===== src/rtl/rr_pointer.sv =====
//********************
// Start index for the round-robin search
//********************
`timescale 1ns/100ps

module rr_pointer #(
    parameter int NUM_UNITS = 8,
    localparam int IDX_W = (NUM_UNITS > 1) ? $clog2(NUM_UNITS) : 1
) (
    input  logic             clk,
    input  logic             rst,
    input  logic             gpr_grant,
    input  logic [0:IDX_W-1] gpr_grant_idx,
    output logic [0:IDX_W-1] start_idx
);

    logic [0:IDX_W-1] next_idx;

    // Wrap to unit 0 after the last unit
    assign next_idx = (int'(gpr_grant_idx) == NUM_UNITS - 1) ? '0 : gpr_grant_idx + 1'b1;

    always_ff @(posedge clk) begin
        if (rst) begin
            start_idx <= '0;
        end else if (gpr_grant) begin
            start_idx <= next_idx;
        end
    end

endmodule


===== config.mk =====
export PLATFORM = sky130hd
export DESIGN_NAME = rr_pointer
export DESIGN_NICKNAME = d
export VERILOG_FILES = /design/src/rtl/rr_pointer.sv
export SDC_FILE = /design/constraint.sdc
export NUM_CORES = 1
export LEC_CHECK = 0
export BUFFER_PORTS_ARGS = -buffer_cell sky130_fd_sc_hd__clkbuf_2
export CORE_AREA = 2 2 39 41
export DETAILED_ROUTE_END_ITERATION = 16
export DIE_AREA = 0 0 41 43
export GPL_TIMING_DRIVEN = 0
export PLACE_DENSITY = 0.31
export SLEW_MARGIN = 20
export SYNTH_ARGS = -nofsm -noshare
export SYNTH_HDL_FRONTEND = slang
export SYNTH_SLANG_ARGS = --single-unit

===== constraint.sdc =====
create_clock -name clk -period 1.4 [get_ports clk]
set_input_delay 0.14 -clock clk [delete_from_list [all_inputs] [get_ports clk]]
set_output_delay 0.14 -clock clk [all_outputs]
set_load 0.005 [all_outputs]

==> run_results.csv, run 1 <==
group,metric,value,unit
die,rows,14,
clock_tree,cts_tree,"done",
global_routing,grt_overflow_total,0,
pwr,leakage,0.109,nW
sta,layout_min_cycle_time,1.00,ns
cells_and_area,area_growth,60.0,%
min_path,hp-start,"rst",
worst_setup_path,worstSetupEndpointType,"register",
drt,drtAntennaViolNets,0,
sta,fmax,998,MHz
placed_design,placed_cells,37,
drt,post_drt_wl_per_cell,8.37,microns
synthesis,synth_nets,21,
min_path,holdPathEnd,"start_idx[2]",
cells_and_area,finish.instance_area,230,sq um
die,die_area,1760,sq um
global_routing,first_global_vias,117,
cells_and_area,largest_reg_flops,3,
clock_tree,cts_made_buffers,3,
worst_setup_path,cp.required,1.56,ns
cells_and_area,drive_above_1_share,52.0,%
drt,drc_errors,0,
worst_setup_path,crit-reg2reg-capture,"start_idx[2]",
drt,num_vias,134,
drt,drt_pass1_iterations,2,
worst_setup_path,start_kind,"input port",
placed_design,portBuffers,8,
clock_tree,ctsHtreeMaxLevel,1,
clock_tree,clkSinkCount,3,
min_path,worstHoldPathType,"in2reg",
cells_and_area,num-nets-final,34,
worst_setup_path,r2r-start,"start_idx[2]",
worst_setup_path,rr_worst_depth,2,
sta,final.setup.worst_slack,0.398,ns
sta,drv_slew,0,
outcome,outcome,"finished clean",
synthesis,ys_types,10,
sta,fin_worst_skew,0,ns
drt,routed_via_density,3.27,
clock_tree,cts_root_buf,"clkbuf_4",
synthesis,postSynthAreaPerCell,11.1,sq um
synthesis,synthCells,13,
synthesis,synth_top_area_share,41.7,%
pwr,ir_worst_vdd,337,uV
die,start_util,10.4,%
sta,worst_slew_pin_slew,0.122,ns
sta,hold-worst-slack,0.105,ns
synthesis,synth_area,144,sq um
clock_tree,post_cts_resized,0,
die,core,1380,sq um
die,die_h,43,microns
drt,routed_wirelength,343,microns
global_routing,grt_pass1_wl,496,microns
synthesis,yosys.area.top_type,"dfxtp_1",
clock_tree,cts_setup_buffers,0,
drt,drtIter0Drc,1,
cells_and_area,top_regs,"start_idx (3)",
sta,post-route-period-util,71.6,%
worst_setup_path,worstPathMaxFanout,2,
sta,maxSlewHeadroom,91.7,%
sta,rsz0062_at_grt,"false",
worst_setup_path,crit_arrival,1.17,ns
job,cap_violations,0,
clock_tree,path_clk_slew,0.04,ns
clock_tree,clk_path_buf_depth,2,
clock_tree,clk_latency,0.23,ns
cells_and_area,final_cells,41,
global_routing,antenna_found_initial,0,
synthesis,yosys_warnings,0,
die,num_io_pins,9,
global_routing,grt_max_degree,6,
synthesis,seq_area_frac_synth,41.7,%
placed_design,dpl_cell_area,204,sq um
sta,finalSetupTns,0,ns
worst_setup_path,path_class,"in2reg",
pwr,powerDensity,1220,nW/um^2
pwr,power,0.280,mW
worst_setup_path,reg2reg_slack,0.80,ns
placed_design,gp_congestion,0.682,
cells_and_area,nFillCells,164,
synthesis,synth_area_leaders,"dfxtp_1, ha_1, mux2i_1",
sta,setup_viol,0,
cells_and_area,finalCoreUtilization,16.6,%
synthesis,synth-seq-cells,3,
die,die_w,41,microns
min_path,min_delay_path_depth,2,
placed_design,pre_cts_slack,0.184,ns
cells_and_area,seqCellArea,60.1,sq um
sta,hold_viol,0,
clock_tree,hold_buffers,0,
cells_and_area,top_register,"start_idx",
cells_and_area,antenna_cells,0,
cells_and_area,multi_input_area,83.8,sq um
global_routing,grt.total_usage,5.12,%
## per-layer routing
layer / part of all wire (%) / up-vias / GRT usage, %
met1: 46 / 59 / 6.09
met3: 11 / 0 / 6.28
met4: 0 / 0 / 4.00
met5: 0 / - / 0
met2: 43 / 5 / 4.38
li1: - / 70 / -
## report_power, final
group	internal [mW]	leakage, nW	switching [mW]
clock	0.107	0.0150	0.0457
combinational	0.0179	0.0694	0.0142
sequential	0.0918	0.0247	0.00347
## cell usage in the layout, fill, tap and decap left out, drive strengths merged
master | synthesis | final
ha | 2 | 2
mux2i | 1 | 1
dfxtp | 3 | 3
nand3b | 1 | 1
nand2b | 2 | 2
a21oi | 2 | 2
clkbuf | 0 | 12
nor2 | 1 | 1
or3b | 1 | 1
## cell families after synthesis
group | count (synthesis) | synth area share, %
AOI/OAI and AO/OA | 2 | 9.56
adders and majority gates | 2 | 17.4
DFF | 3 | 41.7
muxes | 1 | 6.96
and+or+nand+nor | 5 | 24.4
## cells in the mapped netlist
master / number
a21oi_1: 1
a21oi_2: 1
dfxtp_1: 3
ha_1: 2
mux2i_1: 1
nand2b_1: 1
nand2b_2: 1
nand3b_1: 1
nor2_1: 1
or3b_1: 1
## layout make-up
cell class,count,share of cell area (%)
Clock buffer,4,11.4
Sequential cell,3,26.1
Multi-Input combinational cell,10,36.4
Tap cell,16,8.70
Timing Repair Buffer,8,17.4
## worst max path at each step
stage	startpoint	to	slack, ns	cells past startpoint
final	gpr_grant_idx[2]	start_idx[2]	0.40	5
after global routing	gpr_grant_idx[2]	start_idx[2]	0.37	5
after CTS	gpr_grant_idx[2]	start_idx[2]	0.42	5
after detailed placement	gpr_grant_idx[2]	start_idx[2]	0.18	5
after global placement	gpr_grant_idx[2]	start_idx[2]	0.19	5
after floorplan	gpr_grant_idx[2]	start_idx[2]	0.35	4
## critical path, stage by stage
cell	delay, ns
clkbuf_2	0.09
ha_1	0.19
ha_1	0.18
or3b_1	0.40
a21oi_2	0.16
No activity file was read; power rests on OpenSTA's default activity.
==> inputs of run 2 (changes only) <==
- ABC_AREA: unset -> 1
- clock period: 1.4 -> 0.81 ns (I/O delays scaled with it)
==> run 2 against run 1 <==
Effect of this change:
- combinational power up 65%
- synthesized cell count up 31%
- power up 68%
- via count up 9.0%
- critical path depth down 4
- flip-flop and latch count unchanged
- count of clock-buffer cells in the layout unchanged
- non-clock buffer count unchanged
- clock power up 66%
- final cell count up 9.8%
- largest cell class unchanged
==> run_results.csv, run 2 <==
group,metric,value,unit
pwr,powerDensity,2120,nW/um^2
worst_setup_path,slowest_delay,0.32,ns
cells_and_area,drive_above_1_share,37.9,%
worst_setup_path,path_cells,"clkbuf_2",
cells_and_area,finalCoreUtilization,16.0,%
drt,drtAntennaViolNets,0,
die,die_w,41,microns
drt,num_vias,146,
sta,setup_viol,0,
cells_and_area,nFillCells,159,
pwr,ir_worst_vdd,807,uV
worst_setup_path,worstSetupEndpointType,"output port",
synthesis,synth_area,135,sq um
synthesis,seq_area_frac_synth,44.4,%
cells_and_area,top_regs,"start_idx (3)",
global_routing,grt_max_degree,5,
drt,drtIter0Drc,3,
job,cap_violations,0,
global_routing,antenna_found_initial,0,
synthesis,yosys.area.top_type,"dfxtp_1",
clock_tree,cts_made_buffers,3,
synthesis,ys.flop_type,"dfxtp_1",
synthesis,synthArstFlopShare,0,%
sta,hold_viol,0,
synthesis,ys_top_cells_by_count,"nand2_1, a21oi_1, dfxtp_1",
worst_setup_path,cp.required,0.73,ns
pwr,leakage,0.112,nW
worst_setup_path,slowest_stage,"dfxtp_1",
cells_and_area,num-nets-final,38,
placed_design,placed_cells,41,
synthesis,synth-seq-cells,3,
cells_and_area,top_register,"start_idx",
clock_tree,cts_tree,"done",
cells_and_area,largest_reg_flops,3,
sta,rsz0062_at_grt,"false",
synthesis,synth_nets,25,
die,die_area,1760,sq um
worst_setup_path,path_class,"reg2out",
drt,routed_via_density,3.24,
synthesis,postSynthAreaPerCell,7.95,sq um
global_routing,grt_pass1_wl,455,microns
sta,worst_slew_pin_slew,0.118,ns
die,die_h,43,microns
clock_tree,cts_setup_buffers,0,
min_path,worstHoldPathType,"in2reg",
pwr,power,0.470,mW
worst_setup_path,path_delay_family,"flip-flops",
synthesis,synthCells,17,
cells_and_area,final_cells,45,
synthesis,synth_compound_area_share,11.1,%
synthesis,synth-edff-count,0,
sta,maxSlewHeadroom,92.1,%
cells_and_area,mostFrequentLayoutCells,"clkbuf_2, nand2_1, a21oi_1, clkbuf_4, dfxtp_1",
die,num_io_pins,9,
clock_tree,hold_buffers,0,
clock_tree,clk_path_buf_depth,2,
cells_and_area,final_common_cell,"clkbuf_2",
outcome,outcome,"finished clean",
clock_tree,post_cts_resized,0,
drt,drc_errors,0,
synthesis,synth_area_leaders,"dfxtp_1, ha_1, nand2_1",
worst_setup_path,cp_num_buf_inv,1,
synthesis,ys_types,7,
cells_and_area,multi_input_area,67.6,sq um
die,rows,14,
placed_design,dpl_cell_area,195,sq um
placed_design,gp_congestion,0.611,
die,start_util,9.76,%
synthesis,synth_top_family_by_area,"simple AND/OR/NAND/NOR gates",
clock_tree,path_clk_slew,0.04,ns
sta,post-route-period-util,92.3,%
worst_setup_path,start_kind,"register",
synthesis,synthMuxAreaShare,0,%
synthesis,synth_top_area_share,44.4,%
sta,fmax,1340,MHz
placed_design,portBuffers,8,
drt,post_drt_wl_per_cell,7.31,microns
clock_tree,clkSinkCount,3,
worst_setup_path,crit_arrival,0.67,ns
clock_tree,ctsHtreeMaxLevel,1,
drt,routed_wirelength,329,microns
synthesis,synth_xor_area_share,0,%
global_routing,grt.total_usage,4.81,%
drt,drt_pass1_iterations,4,
synthesis,yosys.area_share.simple,20.4,%
cells_and_area,antenna_cells,0,
synthesis,synth_fa_ha_area_share,18.5,%
cells_and_area,area_growth,63.9,%
synthesis,yosys_warnings,0,
clock_tree,cts_root_buf,"clkbuf_4",
global_routing,first_global_vias,137,
placed_design,place_hpwl,269,microns
worst_setup_path,worstPathMaxFanout,2,
clock_tree,clk_latency,0.23,ns
sta,fin_worst_skew,0,ns
global_routing,grt_overflow_total,0,
cells_and_area,finish.instance_area,221,sq um
die,core,1380,sq um
cells_and_area,seqCellArea,60.1,sq um
sta,layout_min_cycle_time,0.747,ns
synthesis,synth.most_common_cell,"nand2_1",
sta,drv_slew,0,
[run 2: cell types whose count changed in the layout (fill, tap and decap cells not counted)]
cell	change
inv_1	+2
or3b_1	-1
nand2b_1	-1
a21oi_1	+2
a21oi_2	-1
nand2b_2	-1
nand2_1	+5
mux2i_1	-1
nand3b_1	-1
nand3_1	+1
[run 2: cell families after synthesis]
| group | Yosys count |
|---|---|
| and+or+nand+nor | 7 |
| adders and majority gates | 2 |
| AOI/OAI and AO/OA | 3 |
| DFF | 3 |
| buffers and inverters | 2 |
[run 2: final timing paths]
kind,startpoint,endpoint,slack (ns),cells after the start
setup / recovery,start_idx[1],start_idx[1],0.06,1
hold / removal,rst,start_idx[0],0.04,2
setup reg to reg,start_idx[1],start_idx[1],0.21,2
hold reg to reg,start_idx[2],start_idx[2],0.46,2
[run 2: layout make-up]
class                   count  area share (%)
clock buffers               4            11.9
inverters                   2            3.39
multi-input cells          12            30.5
flip-flops and latches      3            27.1
well taps                  16            9.04
repair buffers              8            18.1
[run 2: power by group]
group	total (mW)	internal, mW	switching [mW]
clock network	0.254	0.184	0.0697
registers	0.163	0.158	0.00457
logic	0.0530	0.0267	0.0263
[run 2: metal layers]
layer	part of all wire (%)	global-route usage, %	up-vias
met5	0	0	-
met4	7.9	10.0	0
met3	7.6	1.57	4
met2	39	5.31	7
met1	45	4.15	56
li1	-	-	79
[run 2: per-stage QoR]
stage	worst slack (ns)	TNS (ns)	hold WS [ns]
6_report	0.0627	0	0.0434
5_1_grt	0.0199	0	0.0497
4_1_cts	0.0499	0	0.0369
3_5_place_dp	-0.128	-0.301	0.281
3_3_place_gp	-0.0992	-0.245	0.279
2_1_floorplan	0.0703	0	0.150
==> inputs of run 3 (changes only) <==
- PLACE_DENSITY: 0.31 -> 0.3
- clock period: 0.81 -> 0.8 ns (I/O delays scaled with it)
==> run 3 against run 2 <==
Effect of this change:
- non-clock buffer count is the same
- final cell count is the same
- die area is the same
- critical endpoint unchanged
==> run_results.csv, run 3 (same netlist as run 2, synthesis figures left out) <==
group,metric,value,unit
cells_and_area,mostFrequentLayoutCells,"clkbuf_2, nand2_1, a21oi_1, clkbuf_4, dfxtp_1",
min_path,hp-start,"rst",
clock_tree,path_clk_slew,0.04,ns
worst_setup_path,worstSetupEndpointType,"output port",
worst_setup_path,cp_num_buf_inv,1,
pwr,powerDensity,2180,nW/um^2
cells_and_area,antenna_cells,0,
cells_and_area,num-nets-final,38,
drt,drc_errors,0,
placed_design,gp_congestion,0.654,
drt,num_vias,149,
cells_and_area,largest_reg_flops,3,
cells_and_area,nFillCells,155,
sta,fmax,1330,MHz
worst_setup_path,rr_worst_depth,2,
sta,hold_viol,0,
sta,post-route-period-util,94.2,%
min_path,holdPathEnd,"start_idx[1]",
die,num_io_pins,9,
worst_setup_path,reg2reg_slack,0.22,ns
sta,drv_slew,0,
global_routing,grt.total_usage,5.52,%
global_routing,antenna_found_initial,0,
cells_and_area,drive_above_1_share,37.9,%
clock_tree,clkSinkCount,3,
worst_setup_path,path_cells,"clkbuf_2",
sta,setup_viol,0,
worst_setup_path,crit-reg2reg-capture,"start_idx[1]",
drt,routed_via_density,3.31,
cells_and_area,top_regs,"start_idx (3)",
worst_setup_path,path_delay_family,"flip-flops",
drt,routed_wirelength,332,microns
global_routing,grt_pass1_wl,558,microns
die,die_h,43,microns
drt,drtIter0Drc,3,
worst_setup_path,start_kind,"register",
global_routing,grt_max_degree,5,
die,rows,14,
die,die_w,41,microns
clock_tree,cts_made_buffers,3,
global_routing,first_global_vias,146,
drt,post_drt_wl_per_cell,7.38,microns
pwr,leakage,0.112,nW
worst_setup_path,cp.required,0.72,ns
placed_design,pre_cts_slack,-0.123,ns
sta,rsz0062_at_grt,"false",
sta,maxSlewHeadroom,92.6,%
worst_setup_path,r2r-start,"start_idx[1]",
min_path,min_delay_path_depth,2,
placed_design,place_hpwl,277,microns
worst_setup_path,worstPathMaxFanout,2,
die,core,1380,sq um
cells_and_area,top_register,"start_idx",
cells_and_area,area_growth,63.9,%
clock_tree,cts_tree,"done",
die,die_area,1760,sq um
clock_tree,ctsHtreeMaxLevel,1,
clock_tree,cts_root_buf,"clkbuf_4",
drt,drtAntennaViolNets,0,
worst_setup_path,crit_arrival,0.67,ns
worst_setup_path,path_class,"reg2out",
die,start_util,9.76,%
sta,hold-worst-slack,0.0340,ns
clock_tree,clk_path_buf_depth,2,
job,cap_violations,0,
sta,layout_min_cycle_time,0.754,ns
worst_setup_path,slowest_delay,0.33,ns
drt,drt_pass1_iterations,4,
placed_design,portBuffers,8,
global_routing,grt_overflow_total,0,
clock_tree,post_cts_resized,0,
clock_tree,clk_latency,0.23,ns
clock_tree,cts_setup_buffers,0,
worst_setup_path,slowest_stage,"dfxtp_1",
outcome,outcome,"finished clean",
sta,final.setup.worst_slack,0.0462,ns
clock_tree,hold_buffers,0,
sta,fin_worst_skew,0,ns
cells_and_area,final_common_cell,"clkbuf_2",
pwr,ir_worst_vdd,623,uV
min_path,worstHoldPathType,"in2reg",
sta,worst_slew_pin_slew,0.112,ns
run 3: cell counts in the layout (fill, tap and decap cells not counted):
Identical to the previous run, type by type.
run 3: cell type report:
type / count / area (sq um) / share of cell area (%)
Multi-Input combinational cell: 12 / 67.6 / 30.5
Sequential cell: 3 / 60.1 / 27.1
Timing Repair Buffer: 8 / 40.0 / 18.1
Clock buffer: 4 / 26.3 / 11.9
Tap cell: 16 / 20.0 / 9.04
Inverter: 2 / 7.51 / 3.39
run 3: power by group:
part,switching [mW],leakage [nW],internal (mW)
logic,0.0258,0.0721,0.0268
registers,0.00490,0.0247,0.160
clock network,0.0786,0.0150,0.187
run 3: worst max-delay path by stage:
stage                startpoint           end  slack (ns)  cells after the start
3_5_place_dp   gpr_grant_idx[2]  start_idx[2]       -0.12                      6
2_1_floorplan  gpr_grant_idx[2]  start_idx[2]        0.06                      5
6_report           start_idx[1]  start_idx[1]        0.05                      1
5_1_grt            start_idx[1]  start_idx[1]      0.0005                      1
3_3_place_gp   gpr_grant_idx[2]  start_idx[2]        -0.1                      6
4_1_cts            start_idx[1]  start_idx[1]        0.02                      1
run 3: worst register-to-register path: cells and delay by family, from the launching register on:
| family | cells | cell delay, ns |
|---|---|---|
| flip-flops | 1 | 0.33 |
| AO/OA/AOI/OAI | 1 | 0.13 |
| AND/OR/NAND/NOR | 1 | 0.06 |
run 3: stage by stage:
| stage | instances | TNS (ns) | power (mW) | instance area (sq um) | utilization, % |
|---|---|---|---|---|---|
| 2_1_floorplan | 17 | 0 | 0.190 | 135 | - |
| 3_3_place_gp | 41 | -0.238 | 0.219 | 195 | 14.1 |
| 3_5_place_dp | 41 | -0.280 | 0.221 | 195 | 14.1 |
| 4_1_cts | 45 | 0 | 0.502 | 221 | 16.0 |
| 5_1_grt | 45 | 0 | 0.521 | 221 | 16.0 |
| 6_report | 45 | 0 | 0.483 | 221 | 16.0 |
run 3: per-layer routing:
metal	vias up	GRT usage, %	share of wire, %
li1	78	-	-
met1	60	6.41	44
met2	9	5.31	36
met3	2	1.57	15
met4	0	10.0	4.5
met5	-	0	0
