**src/rtl/wb_pkg.sv**
```systemverilog
//********************
// Shared write-back types; big-endian bit order, bit 0 is the MSB
// CR0 field order is lt, gt, eq, so
//********************

package wb_pkg;

    localparam int RS_ID_WIDTH = 5;

    typedef logic [0:RS_ID_WIDTH-1] rs_id_t;
    typedef logic [0:4]             gpr_addr_t;
    typedef logic [0:9]             spr_addr_t;
    typedef logic [0:31]            word_t;
    typedef logic [0:3]             cr_field_t;

    // XER lives at SPR address 1
    localparam spr_addr_t XER_SPR_ADDR = 10'd1;

    // Result offered by one GPR execution unit
    typedef struct packed {
        rs_id_t    rs_id;
        gpr_addr_t reg_addr;
        word_t     result;
        logic      xer_valid;
        word_t     xer;
        logic      cr0_valid;
        logic      so;
    } gpr_result_t;

    // Result offered by the SPR unit
    typedef struct packed {
        rs_id_t    rs_id;
        spr_addr_t addr;
        word_t     result;
    } spr_result_t;

    typedef struct packed {
        logic      valid;
        rs_id_t    rs_id;
        gpr_addr_t reg_addr;
        word_t     result;
    } gpr_wb_t;

    typedef struct packed {
        logic      valid;
        rs_id_t    rs_id;
        spr_addr_t addr;
        word_t     result;
    } spr_wb_t;

    typedef struct packed {
        logic      valid;
        rs_id_t    rs_id;
        cr_field_t field;
    } cr_wb_t;

    // Who owns the SPR write port on the next contended cycle
    typedef enum logic {
        gpr_turn,
        spr_turn
    } spr_turn_e;

    // Signed compare against zero, with so copied into the last bit
    function automatic cr_field_t cr0_of(word_t result, logic so);
        logic lt;
        logic eq;
        lt = result[0];
        eq = (result == '0);
        return {lt, ~lt & ~eq, eq, so};
    endfunction

endpackage

```
**src/rtl/wb_route.sv**
```systemverilog
//********************
// Ready strobes are same-cycle; write-back ports are registered one cycle later
// grant_any and grant_clean are never high together
//********************
`timescale 1ns/100ps

module wb_route #(
    parameter int NUM_UNITS = 8,
    localparam int IDX_W = (NUM_UNITS > 1) ? $clog2(NUM_UNITS) : 1
) (
    input  logic                clk,
    input  logic                rst,

    input  logic                grant_any,
    input  logic                grant_clean,
    input  logic                grant_spr,

    input  logic [0:IDX_W-1]    any_idx,
    input  logic [0:IDX_W-1]    clean_idx,

    input  wb_pkg::gpr_result_t gpr_in [0:NUM_UNITS-1],
    input  wb_pkg::spr_result_t spr_in,

    output logic [0:NUM_UNITS-1] gpr_ready,
    output logic                 spr_ready,

    output logic                gpr_grant,
    output logic [0:IDX_W-1]    gpr_grant_idx,

    output wb_pkg::gpr_wb_t     gpr_out,
    output wb_pkg::spr_wb_t     spr_out,
    output wb_pkg::cr_wb_t      cr_out
);

    import wb_pkg::*;

    gpr_result_t entry;
    gpr_wb_t     gpr_d;
    spr_wb_t     spr_d;
    cr_wb_t      cr_d;

    assign gpr_grant     = grant_any | grant_clean;
    assign gpr_grant_idx = grant_clean ? clean_idx : any_idx;
    assign spr_ready     = grant_spr;
    assign entry         = gpr_in[gpr_grant_idx];

    always_comb begin
        for (int i = 0; i < NUM_UNITS; i++) begin
            gpr_ready[i] = gpr_grant && (int'(gpr_grant_idx) == i);
        end
    end

    always_comb begin
        gpr_d.valid    = gpr_grant;
        gpr_d.rs_id    = entry.rs_id;
        gpr_d.reg_addr = entry.reg_addr;
        gpr_d.result   = entry.result;

        // SPR unit result takes the port, otherwise an XER side effect may use it
        if (grant_spr) begin
            spr_d.valid  = 1'b1;
            spr_d.rs_id  = spr_in.rs_id;
            spr_d.addr   = spr_in.addr;
            spr_d.result = spr_in.result;
        end else begin
            spr_d.valid  = gpr_grant & entry.xer_valid;
            spr_d.rs_id  = entry.rs_id;
            spr_d.addr   = XER_SPR_ADDR;
            spr_d.result = entry.xer;
        end

        cr_d.valid = gpr_grant & entry.cr0_valid;
        cr_d.rs_id = entry.rs_id;
        cr_d.field = cr0_of(entry.result, entry.so);
    end

    always_ff @(posedge clk) begin
        gpr_out <= gpr_d;
        spr_out <= spr_d;
        cr_out  <= cr_d;
        if (rst) begin
            gpr_out.valid <= 1'b0;
            spr_out.valid <= 1'b0;
            cr_out.valid  <= 1'b0;
        end
    end

endmodule

```
**config.mk**
```make
export PLATFORM = sky130hd
export DESIGN_NAME = wb_route
export DESIGN_NICKNAME = d
export VERILOG_FILES = /design/src/rtl/wb_pkg.sv /design/src/rtl/wb_route.sv
export SDC_FILE = /design/constraint.sdc
export NUM_CORES = 1
export LEC_CHECK = 0
export ABC_AREA = 1
export BUFFER_PORTS_ARGS = -buffer_cell sky130_fd_sc_hd__buf_2
export CAP_MARGIN = 10
export CORE_AREA = 2 2 309 311
export DETAILED_ROUTE_END_ITERATION = 8
export DIE_AREA = 0 0 311 313
export PLACE_DENSITY_LB_ADDON = 0.15
export SYNTH_ARGS = -nofsm -noshare
export SYNTH_HDL_FRONTEND = slang
export SYNTH_SLANG_ARGS = --single-unit
```
**constraint.sdc**
```tcl
create_clock -name clk -period 2.83 [get_ports clk]
set_clock_uncertainty 0.05 [all_clocks]
set_input_delay 0.7075 -clock clk [delete_from_list [all_inputs] [get_ports clk]]
set_output_delay 0.7075 -clock clk [all_outputs]
set_load 0.02 [all_outputs]
```
==> results of run 1 <==
-- what timing repair did --
action | CTS | global route
gates resized for setup | 2 | 3
endpoints found under the setup margin | 8 | 8
pin swaps | 1 | 1
endpoints found under the hold margin | 0 | 0
hold buffers | 0 | 0
-- sequential cells by signal, indices dropped and copies added, names as in the netlist --
signal	count
cr_out	10
gpr_out	37
spr_out	48
-- routing by layer --
metal / track usage / up-vias / share of wire
met4: 0.0277 / 8 / 0.011
met1: 0.171 / 5764 / 0.42
met3: 0.0358 / 40 / 0.064
met2: 0.256 / 492 / 0.50
met5: 0 / - / 0.00075
li1: - / 6215 / -
-- worst min path at each step --
| stage | from | end | slack, ns | cells past startpoint |
|---|---|---|---|---|
| floorplan | rst | gpr_out[42]$_SDFF_PP0_ | 0.73 | 1 |
| global placement | spr_in[32] | spr_out[32]$_SDFF_PN1_ | 0.86 | 2 |
| detailed placement | spr_in[32] | spr_out[32]$_SDFF_PN1_ | 0.85 | 2 |
| CTS | spr_in[32] | spr_out[32]$_SDFF_PN1_ | 0.41 | 2 |
| global route | spr_in[32] | spr_out[32]$_SDFF_PN1_ | 0.43 | 2 |
| finish | spr_in[32] | spr_out[32]$_SDFF_PN1_ | 0.45 | 2 |
-- logic make-up (layout without fill, tap and decap cells) --
logic type      Yosys count  after routing  share of synthesized area
simple gates            975            975                      0.501
other cells               0              4                          0
flops                    95             95                      0.241
buf+inv                 177            984                      0.103
compound gates          177            177                      0.155
-- report_power, final --
part | internal (uW) | switching (uW) | leakage [uW]
Combinational | 1070 | 1680 | 0.00683
Clock | 708 | 735 | 0.000150
Sequential | 1510 | 60.2 | 0.000799
Total | 3290 | 2470 | 0.00778
-- cells in the final DEF, fill, tap and decap left out, types with 23 or more instances in the layout --
cell type  netlist  final
a22oi_1         78     78
a31oi_1         23     23
buf_12           0     29
buf_2           53    787
buf_4           10     86
dfxtp_1         95     95
inv_1           62     60
nand2_1        785    785
nand3_1         83     83
nand4_1         49     49
nor2_1          42     39
o21ai_1         25     24
-- per-stage QoR --
| step | hold slack (ns) | instance area [sq um] |
|---|---|---|
| after floorplan | 0.730 | 7890 |
| after global placement | 0.858 | 14100 |
| after detailed placement | 0.849 | 14100 |
| after CTS | 0.409 | 14400 |
| after global routing | 0.431 | 14400 |
| final | 0.454 | 14400 |
-- layout make-up --
type	instances	area [sq um]
fill	11300	79800
multi-input combinational	1152	5190
timing repair buffer	902	5160
sequential	95	1900
tap	1265	1580
inverter	66	250
clock buffer	10	229
clock inverter	6	76.3
antenna	4	10.0
==> results.ini, run 1 <==
[synthesis]
syn_area_per_cell_sq_um=5.54
synthesis.area_sq_um=7890
syn_inst=1424
synthArstFlopShare=0
yosys_most_used_dff=dfxtp_1
synth_edf_count=0
ys_seq_elements=95
synth.top_cell.area_share=0.374
yosysMostFrequentCell=nand2_1
synth_top_cell_by_area=nand2_1
ys_top_cells_by_count=nand2_1, dfxtp_1, nand3_1
synthesis.nets=2098
yosys-top-cells-area=nand2_1, dfxtp_1, a22oi_1, nand3_1, nand4_1
yosysWarnings=0
yosysSeqAreaShare=0.241
yosysUniqueCellTypes=34

[cts]
cts_tree=built
postCtsSetupBuffers=0
path_clk_slew_ns=0.08
clockRootBuffer=clkbuf_16
clock_sinks=95
cts_htree_levels=3
clockBufferDepth=2
cts_inserted_buffers=9

[routing]
drc_errors=0
ant_nets=0
routed_via_density=3.58
drt-wirelength-per-cell_um=20.7
drt_pass1_iterations=5
wl_um=72300
vias=12500
drt-initial-drc-count=731

[sta]
rsz0062_at_grt=false
final.setup.tns_ns=0
slew_viol_final=0
relSlewSlack=0.701
worst_slack_ns=0.0266
setup-violations-final=0
period_share=0.991
worst_pin_slew_ns=0.445
period_minus_slack_ns=2.80
fmax_mhz=357
hold_viol_final=0

[placed_design]
io_buffers=787
pre_cts_slack_ns=-0.166
dp_hpwl_um=62200
place_congestion=0.875
dp_cells=3480

[worst_setup_path]
worstSetupStartpoint=grant_clean
arrival_ns=2.05
path_buf_inv=5
critPathMaxFanout=65
crit_family=buffers and inverters
start_kind=primary input
cp_cell_sequence=buf_2, buf_4, o21ai_4, buf_12, buf_12, buf_2
worstSetupPathType=primary input to output port
crit_slowest_cell=buf_12
path_depth=6
crit_path_end_kind=output port
worstPathRequired_ns=2.07
worstSetupEndpoint=gpr_grant_idx[1]
critPathMaxStageDelay_ns=0.26

[die]
pin_count=788
core_area_sq_um=94200
start_util=0.0838
rows=113
die_x_um=311
fp.dieH_um=313
die-area_sq_um=97300

[global_route]
antenna_found_initial=14
grt_overflow=0
grt_pass1_wl_um=98200
grt_pass1_vias=13100
grt_max_degree=66
track_usage=0.142

[layout]
drive_gt1_frac=0.421
fin_nets=2900
area_delta_synth_final_pct=82.7
fin_util=0.153
final_cell_count_no_fill=3500

[run]
drv_cap=0

[run_status]
status=finished clean

[pwr]
finalPower_uw=5760
p_leak_uw=0.00778
max-vdd-ir-drop_v=0.000200
powerDensity_nw_per_um2=400

[worst_hold_path]
worstHoldPathType=primary input to flip-flop

(Power assumes the default switching activity.)
==> run 2, diff against run 1 <==
ABC_AREA = 0   (was 1)
CORE_AREA = 2 2 305 307   (was 2 2 309 311)
DIE_AREA = 0 0 307 309   (was 0 0 311 313)
==> run 2 against run 1 <==
The run now ends with negative setup slack left. Wire length rose by 2.7%. Sequential power about the same. Via count rose by 7.6%. Count of clock-buffer cells in the layout fell by 1. Clock power grew 4%. Critical path type is now primary input to flip-flop.
==> results.ini, run 2 <==
[worst_setup_path]
worstPathRequired_ns=3.12
start_kind=primary input
critPathMaxFanout=5
worstSetupPathType=primary input to flip-flop
crit_path_end_kind=flip-flop
arrival_ns=3.22

[worst_hold_path]
min_from=spr_in[32]
min_to=spr_out[32]$_SDFF_PN1_
whs_path_depth=2
worstHoldPathType=primary input to flip-flop

[synthesis]
synthArstFlopShare=0
ys_seq_elements=95
yosysMostFrequentCell=nand2_1
synth_top_cell_by_area=dfxtp_1
yosysSeqAreaShare=0.228
synthesis.nets=2006
synthSimpleGateAreaFrac=0.438
syn_area_per_cell_sq_um=6.27
synth.top_cell.area_share=0.228
synth_top_family_by_area=simple AND/OR/NAND/NOR gates
yosys_most_used_dff=dfxtp_1
yosys-top-cells-area=dfxtp_1, nand2_1, nand3_1, mux2i_1, a31oi_1
ys_top_cells_by_count=nand2_1, nand3_1, dfxtp_1
synth_edf_count=0
synth_xor_area_frac=0
synthAdderAreaFrac=0
yosysWarnings=0
synth-compound-area-share=0.157
syn_inst=1332
yosysUniqueCellTypes=59
synth_mux_area_frac=0.105
synthesis.area_sq_um=8350

[die]
die-area_sq_um=94900
rows=111
fp.dieH_um=309
die_x_um=307
start_util=0.0914
pin_count=788
core_area_sq_um=91400

[sta]
period_share=1.03
slew_viol_final=0
worst_slack_ns=-0.0934
period_minus_slack_ns=2.92
relSlewSlack=0.534
setup-violations-final=2
whs_ns=0.436
rsz0062_at_grt=true
hold_viol_final=0
worst_pin_slew_ns=0.700
fmax_mhz=342

[cts]
clock_sinks=95
path_clk_slew_ns=0.10
cts_inserted_buffers=9
cts_htree_levels=3
clockBufferDepth=2
clockRootBuffer=clkbuf_16
cts_tree=built

[placed_design]
io_buffers=787
place_congestion=0.932
pre_cts_slack_ns=-0.763
dp_hpwl_um=61400

[layout]
drive_gt1_frac=0.474
fin_nets=2847
mostFrequentLayoutCell=buf_2
largest-register=spr_out
fin_util=0.169
largestRegisters=spr_out (48), gpr_out (37), cr_out (10)
largest_reg_flops=48
area_delta_synth_final_pct=84.7
final_cell_mix=buf_2, nand2_1, nand3_1
fill_cells=10700

[global_route]
grt_pass1_wl_um=99800
grt_pass1_vias=13900
grt_max_degree=81
track_usage=0.148
antenna_found_initial=21
grt_overflow=0

[routing]
drt-wirelength-per-cell_um=22.0
routed_via_density=3.99
vias=13500
drc_errors=0
drt_pass1_iterations=5
wl_um=74200
ant_nets=0
drt-initial-drc-count=980

[run_status]
violations=negative setup slack
status=complete, but fails checks

[pwr]
powerDensity_nw_per_um2=391
p_leak_uw=0.00782
max-vdd-ir-drop_v=0.000242

[run]
drv_cap=0

run 2: how the worst max path moves through the flow:
stage,start,to,slack (ns),cells after the start
floorplan,grant_clean,gpr_ready[0],-0.30,11
global placement,grant_clean,cr_out[1]$_DFF_P_,-0.73,11
detailed placement,grant_clean,cr_out[1]$_DFF_P_,-0.76,11
CTS,grant_clean,cr_out[1]$_DFF_P_,-0.04,13
global route,grant_clean,cr_out[1]$_DFF_P_,-0.14,11
finish,grant_clean,cr_out[1]$_DFF_P_,-0.09,13
run 2: per-layer routing:
metal	vias to the layer above	wire length [um]	global-route usage
met5	-	43	0
met4	8	2230	0.0571
met3	90	5620	0.0408
met2	625	36300	0.252
met1	6401	30000	0.175
li1	6341	-	-
run 2: logic make-up (layout without fill, tap and decap cells):
logic type / count (synthesis) / count (layout)
other: 0 / 14
buffers and inverters: 133 / 979
AOI/OAI and AO/OA: 191 / 191
and+or+nand+nor: 833 / 833
DFF: 95 / 95
muxes: 80 / 80
run 2: what timing repair did:
action,4_1_cts,5_1_grt
endpoints found under the hold margin,0,0
endpoints found under the setup margin,15,6
buffers inserted,17,1
cloned,3,0
hold buffers,0,0
resized for setup,44,13
pin swaps,15,5
run 2: worst max-delay path, stage by stage:
cell	delay [ns]
buf_12	0.10
mux2i_4	0.26
buf_12	0.15
inv_8	0.05
buf_6	0.11
buf_4	0.12
nand2_2	0.05
a21oi_2	0.06
o32a_1	0.40
or4_4	0.56
nor4bb_4	0.30
buf_4	0.16
and3_4	0.17
run 2: area by class of cell:
type	instances	area (sq um)	area share
Clock inverter	7	86.3	0.00560
Sequential cell	95	1900	0.123
Timing Repair inverter	1	6.26	0.000406
Tap cell	1186	1480	0.0962
Multi-Input combinational cell	1104	6080	0.394
Inverter	7	45.0	0.00292
Clock buffer	9	225	0.0146
Timing Repair Buffer	955	5560	0.360
Antenna cell	14	35.0	0.00227
run 2: per-stage QoR:
step / power [uW] / setup TNS, ns / instance area, sq um / instances
after floorplan: 2950 / -1.43 / 8580 / 1332
after global placement: 4490 / -17.03 / 14600 / 3329
after detailed placement: 4460 / -16.56 / 14600 / 3329
after CTS: 6170 / -0.0507 / 15300 / 3363
after global routing: 6410 / -0.242 / 15400 / 3373
final: 6040 / -0.153 / 15400 / 3378
run 2: power breakdown:
group / leakage (uW) / total [uW] / internal [uW] / switching, uW
logic: 0.00687 / 2970 / 1240 / 1730
clock network: 0.000151 / 1500 / 712 / 786
registers: 0.000799 / 1570 / 1510 / 55.5
==> run 3, diff against run 2 <==
MAX_ROUTING_LAYER = met4   (was not set)
==> run 3 against run 2 <==
The run still ends with negative setup slack left. Power shrank 1.2%. Global-route usage grew 0.17 points. Combinational power decreased by 3%.
==> results.ini, run 3 (synthesized netlist as in run 2, its figures left out) <==
[cts]
cts_tree=built
clockRootBuffer=clkbuf_16
clockBufferDepth=2
cts_htree_levels=3
cts_hold_buf=0
path_clk_slew_ns=0.09
clock_sinks=95
cts_inserted_buffers=9

[die]
fp.dieH_um=309
rows=111
die-area_sq_um=94900
pin_count=788
start_util=0.0914
core_area_sq_um=91400
die_x_um=307

[global_route]
track_usage=0.149
grt_pass1_vias=13700
grt_overflow=0
grt_max_degree=125
grt_pass1_wl_um=98500
antenna_found_initial=20

[layout]
final_cell_mix=buf_2, nand2_1, nand3_1
area_delta_synth_final_pct=81.1
largest_reg_flops=48
largestRegisters=spr_out (48), gpr_out (37), cr_out (10)
largest-register=spr_out
fin_nets=2830
drive_gt1_frac=0.465
mostFrequentLayoutCell=buf_2

[worst_setup_path]
arrival_ns=3.22
critPathMaxFanout=22
worstSetupPathType=primary input to flip-flop
cp_cell_sequence=buf_12, buf_4, or2_2, a21oi_1, a2bb2oi_1, buf_4, a32oi_1, or4b_1, nor4_1, buf_4, and3_1
worstSetupEndpoint=cr_out[1]$_DFF_P_
start_kind=primary input
critPathMaxStageDelay_ns=0.52
critPathMostFrequentCell=buf_4
worstSetupStartpoint=grant_clean
crit_slowest_cell=or4b_1
worstPathRequired_ns=3.13
crit_path_end_kind=flip-flop

[routing]
drt-initial-drc-count=839
routed_via_density=3.94
vias=13300
drc_errors=0
drt_pass1_iterations=6
ant_nets=0
drt-wirelength-per-cell_um=21.8
wl_um=73400

[pwr]
p_sw_uw=2560
p_leak_uw=0.00766
p_sw_frac=0.429
p_seq_frac=0.264
pwr-share-comb=0.482
max-vdd-ir-drop_v=0.000237
internal_power_uw=3410
powerDensity_nw_per_um2=395
power_frac_clock=0.254

[sta]
final.setup.tns_ns=-0.146
slew_viol_final=0
period_minus_slack_ns=2.92
worst_slack_ns=-0.0865
setup-violations-final=2
fmax_mhz=343
relSlewSlack=0.522
hold_viol_final=0
rsz0062_at_grt=true
period_share=1.03
worst_pin_slew_ns=0.717

[placed_design]
io_buffers=787
dp_hpwl_um=61400
pre_cts_slack_ns=-0.894
place_congestion=0.932

[run_status]
status=complete, but fails checks
violations=negative setup slack

[run]
drv_cap=0

[worst_hold_path]
worstHoldPathType=primary input to flip-flop

==> run 3: cell count changes in the layout (fill, tap and decap cells not counted), moves of 3 or more <==
cell / change
buf_6: -6
buf_4: -7
a32oi_1: +3
a32oi_2: -3
==> run 3: area by class of cell <==
type	count	area, sq um
Tap cell	1186	1480
Antenna cell	16	40.0
Sequential cell	95	1900
Clock buffer	9	225
Clock inverter	7	86.3
Fill cell	10700	76300
Inverter	7	43.8
Timing Repair Buffer	939	5330
Multi-Input combinational cell	1104	6010
==> run 3: through the flow <==
step            util  cell area, sq um  hold WS, ns  cells  power (uW)
4_1_cts        0.164             15000        0.366   3346        6110
3_5_place_dp   0.160             14600        0.840   3328        4450
2_1_floorplan      -              8580        0.730   1332        2950
3_3_place_gp   0.160             14600        0.841   3328        4470
6_report       0.166             15100        0.417   3363        5970
5_1_grt        0.165             15100        0.390   3362        6350
==> run 3: worst min-delay path by stage <==
stage,from,end,cells past startpoint
floorplan,rst,spr_out[47]$_SDFF_PP0_,1
global placement,spr_in[32],spr_out[32]$_SDFF_PN1_,2
detailed placement,spr_in[32],spr_out[32]$_SDFF_PN1_,2
CTS,spr_in[32],spr_out[32]$_SDFF_PN1_,2
global route,spr_in[32],spr_out[32]$_SDFF_PN1_,2
finish,spr_in[32],spr_out[32]$_SDFF_PN1_,2
==> run 3: critical path: cells and delay by family <==
family / cells / cell delay, ns
buffers and inverters: 4 / 0.67
and+or+nand+nor: 4 / 1.21
AOI/OAI and AO/OA: 3 / 0.62
==> run 3: layer usage <==
metal | share of wire | vias to the layer above | GRT usage
li1 | - | 6303 | -
met1 | 0.42 | 6318 | 0.178
met4 | 0.025 | 0 | 0.0487
met5 | 0 | - | -
met3 | 0.064 | 63 | 0.0321
met2 | 0.49 | 571 | 0.249
==> run 3: timing repair <==
action                                  4_1_cts  5_1_grt
endpoints found under the setup margin       15        6
setup buffers                                 3        0
cloned                                        0        1
pin swaps                                     4        2
gates resized for setup                      21       11
==> run 3: power by group through the flow <==
stage                     Sequential, uW  Combinational [uW]  Clock, uW
after CTS                           1580                2880       1650
after global routing                1590                3100       1660
after floorplan                     1820                1130          0
final                               1570                2880       1520
after global placement              1610                2870          0
after detailed placement            1600                2850          0
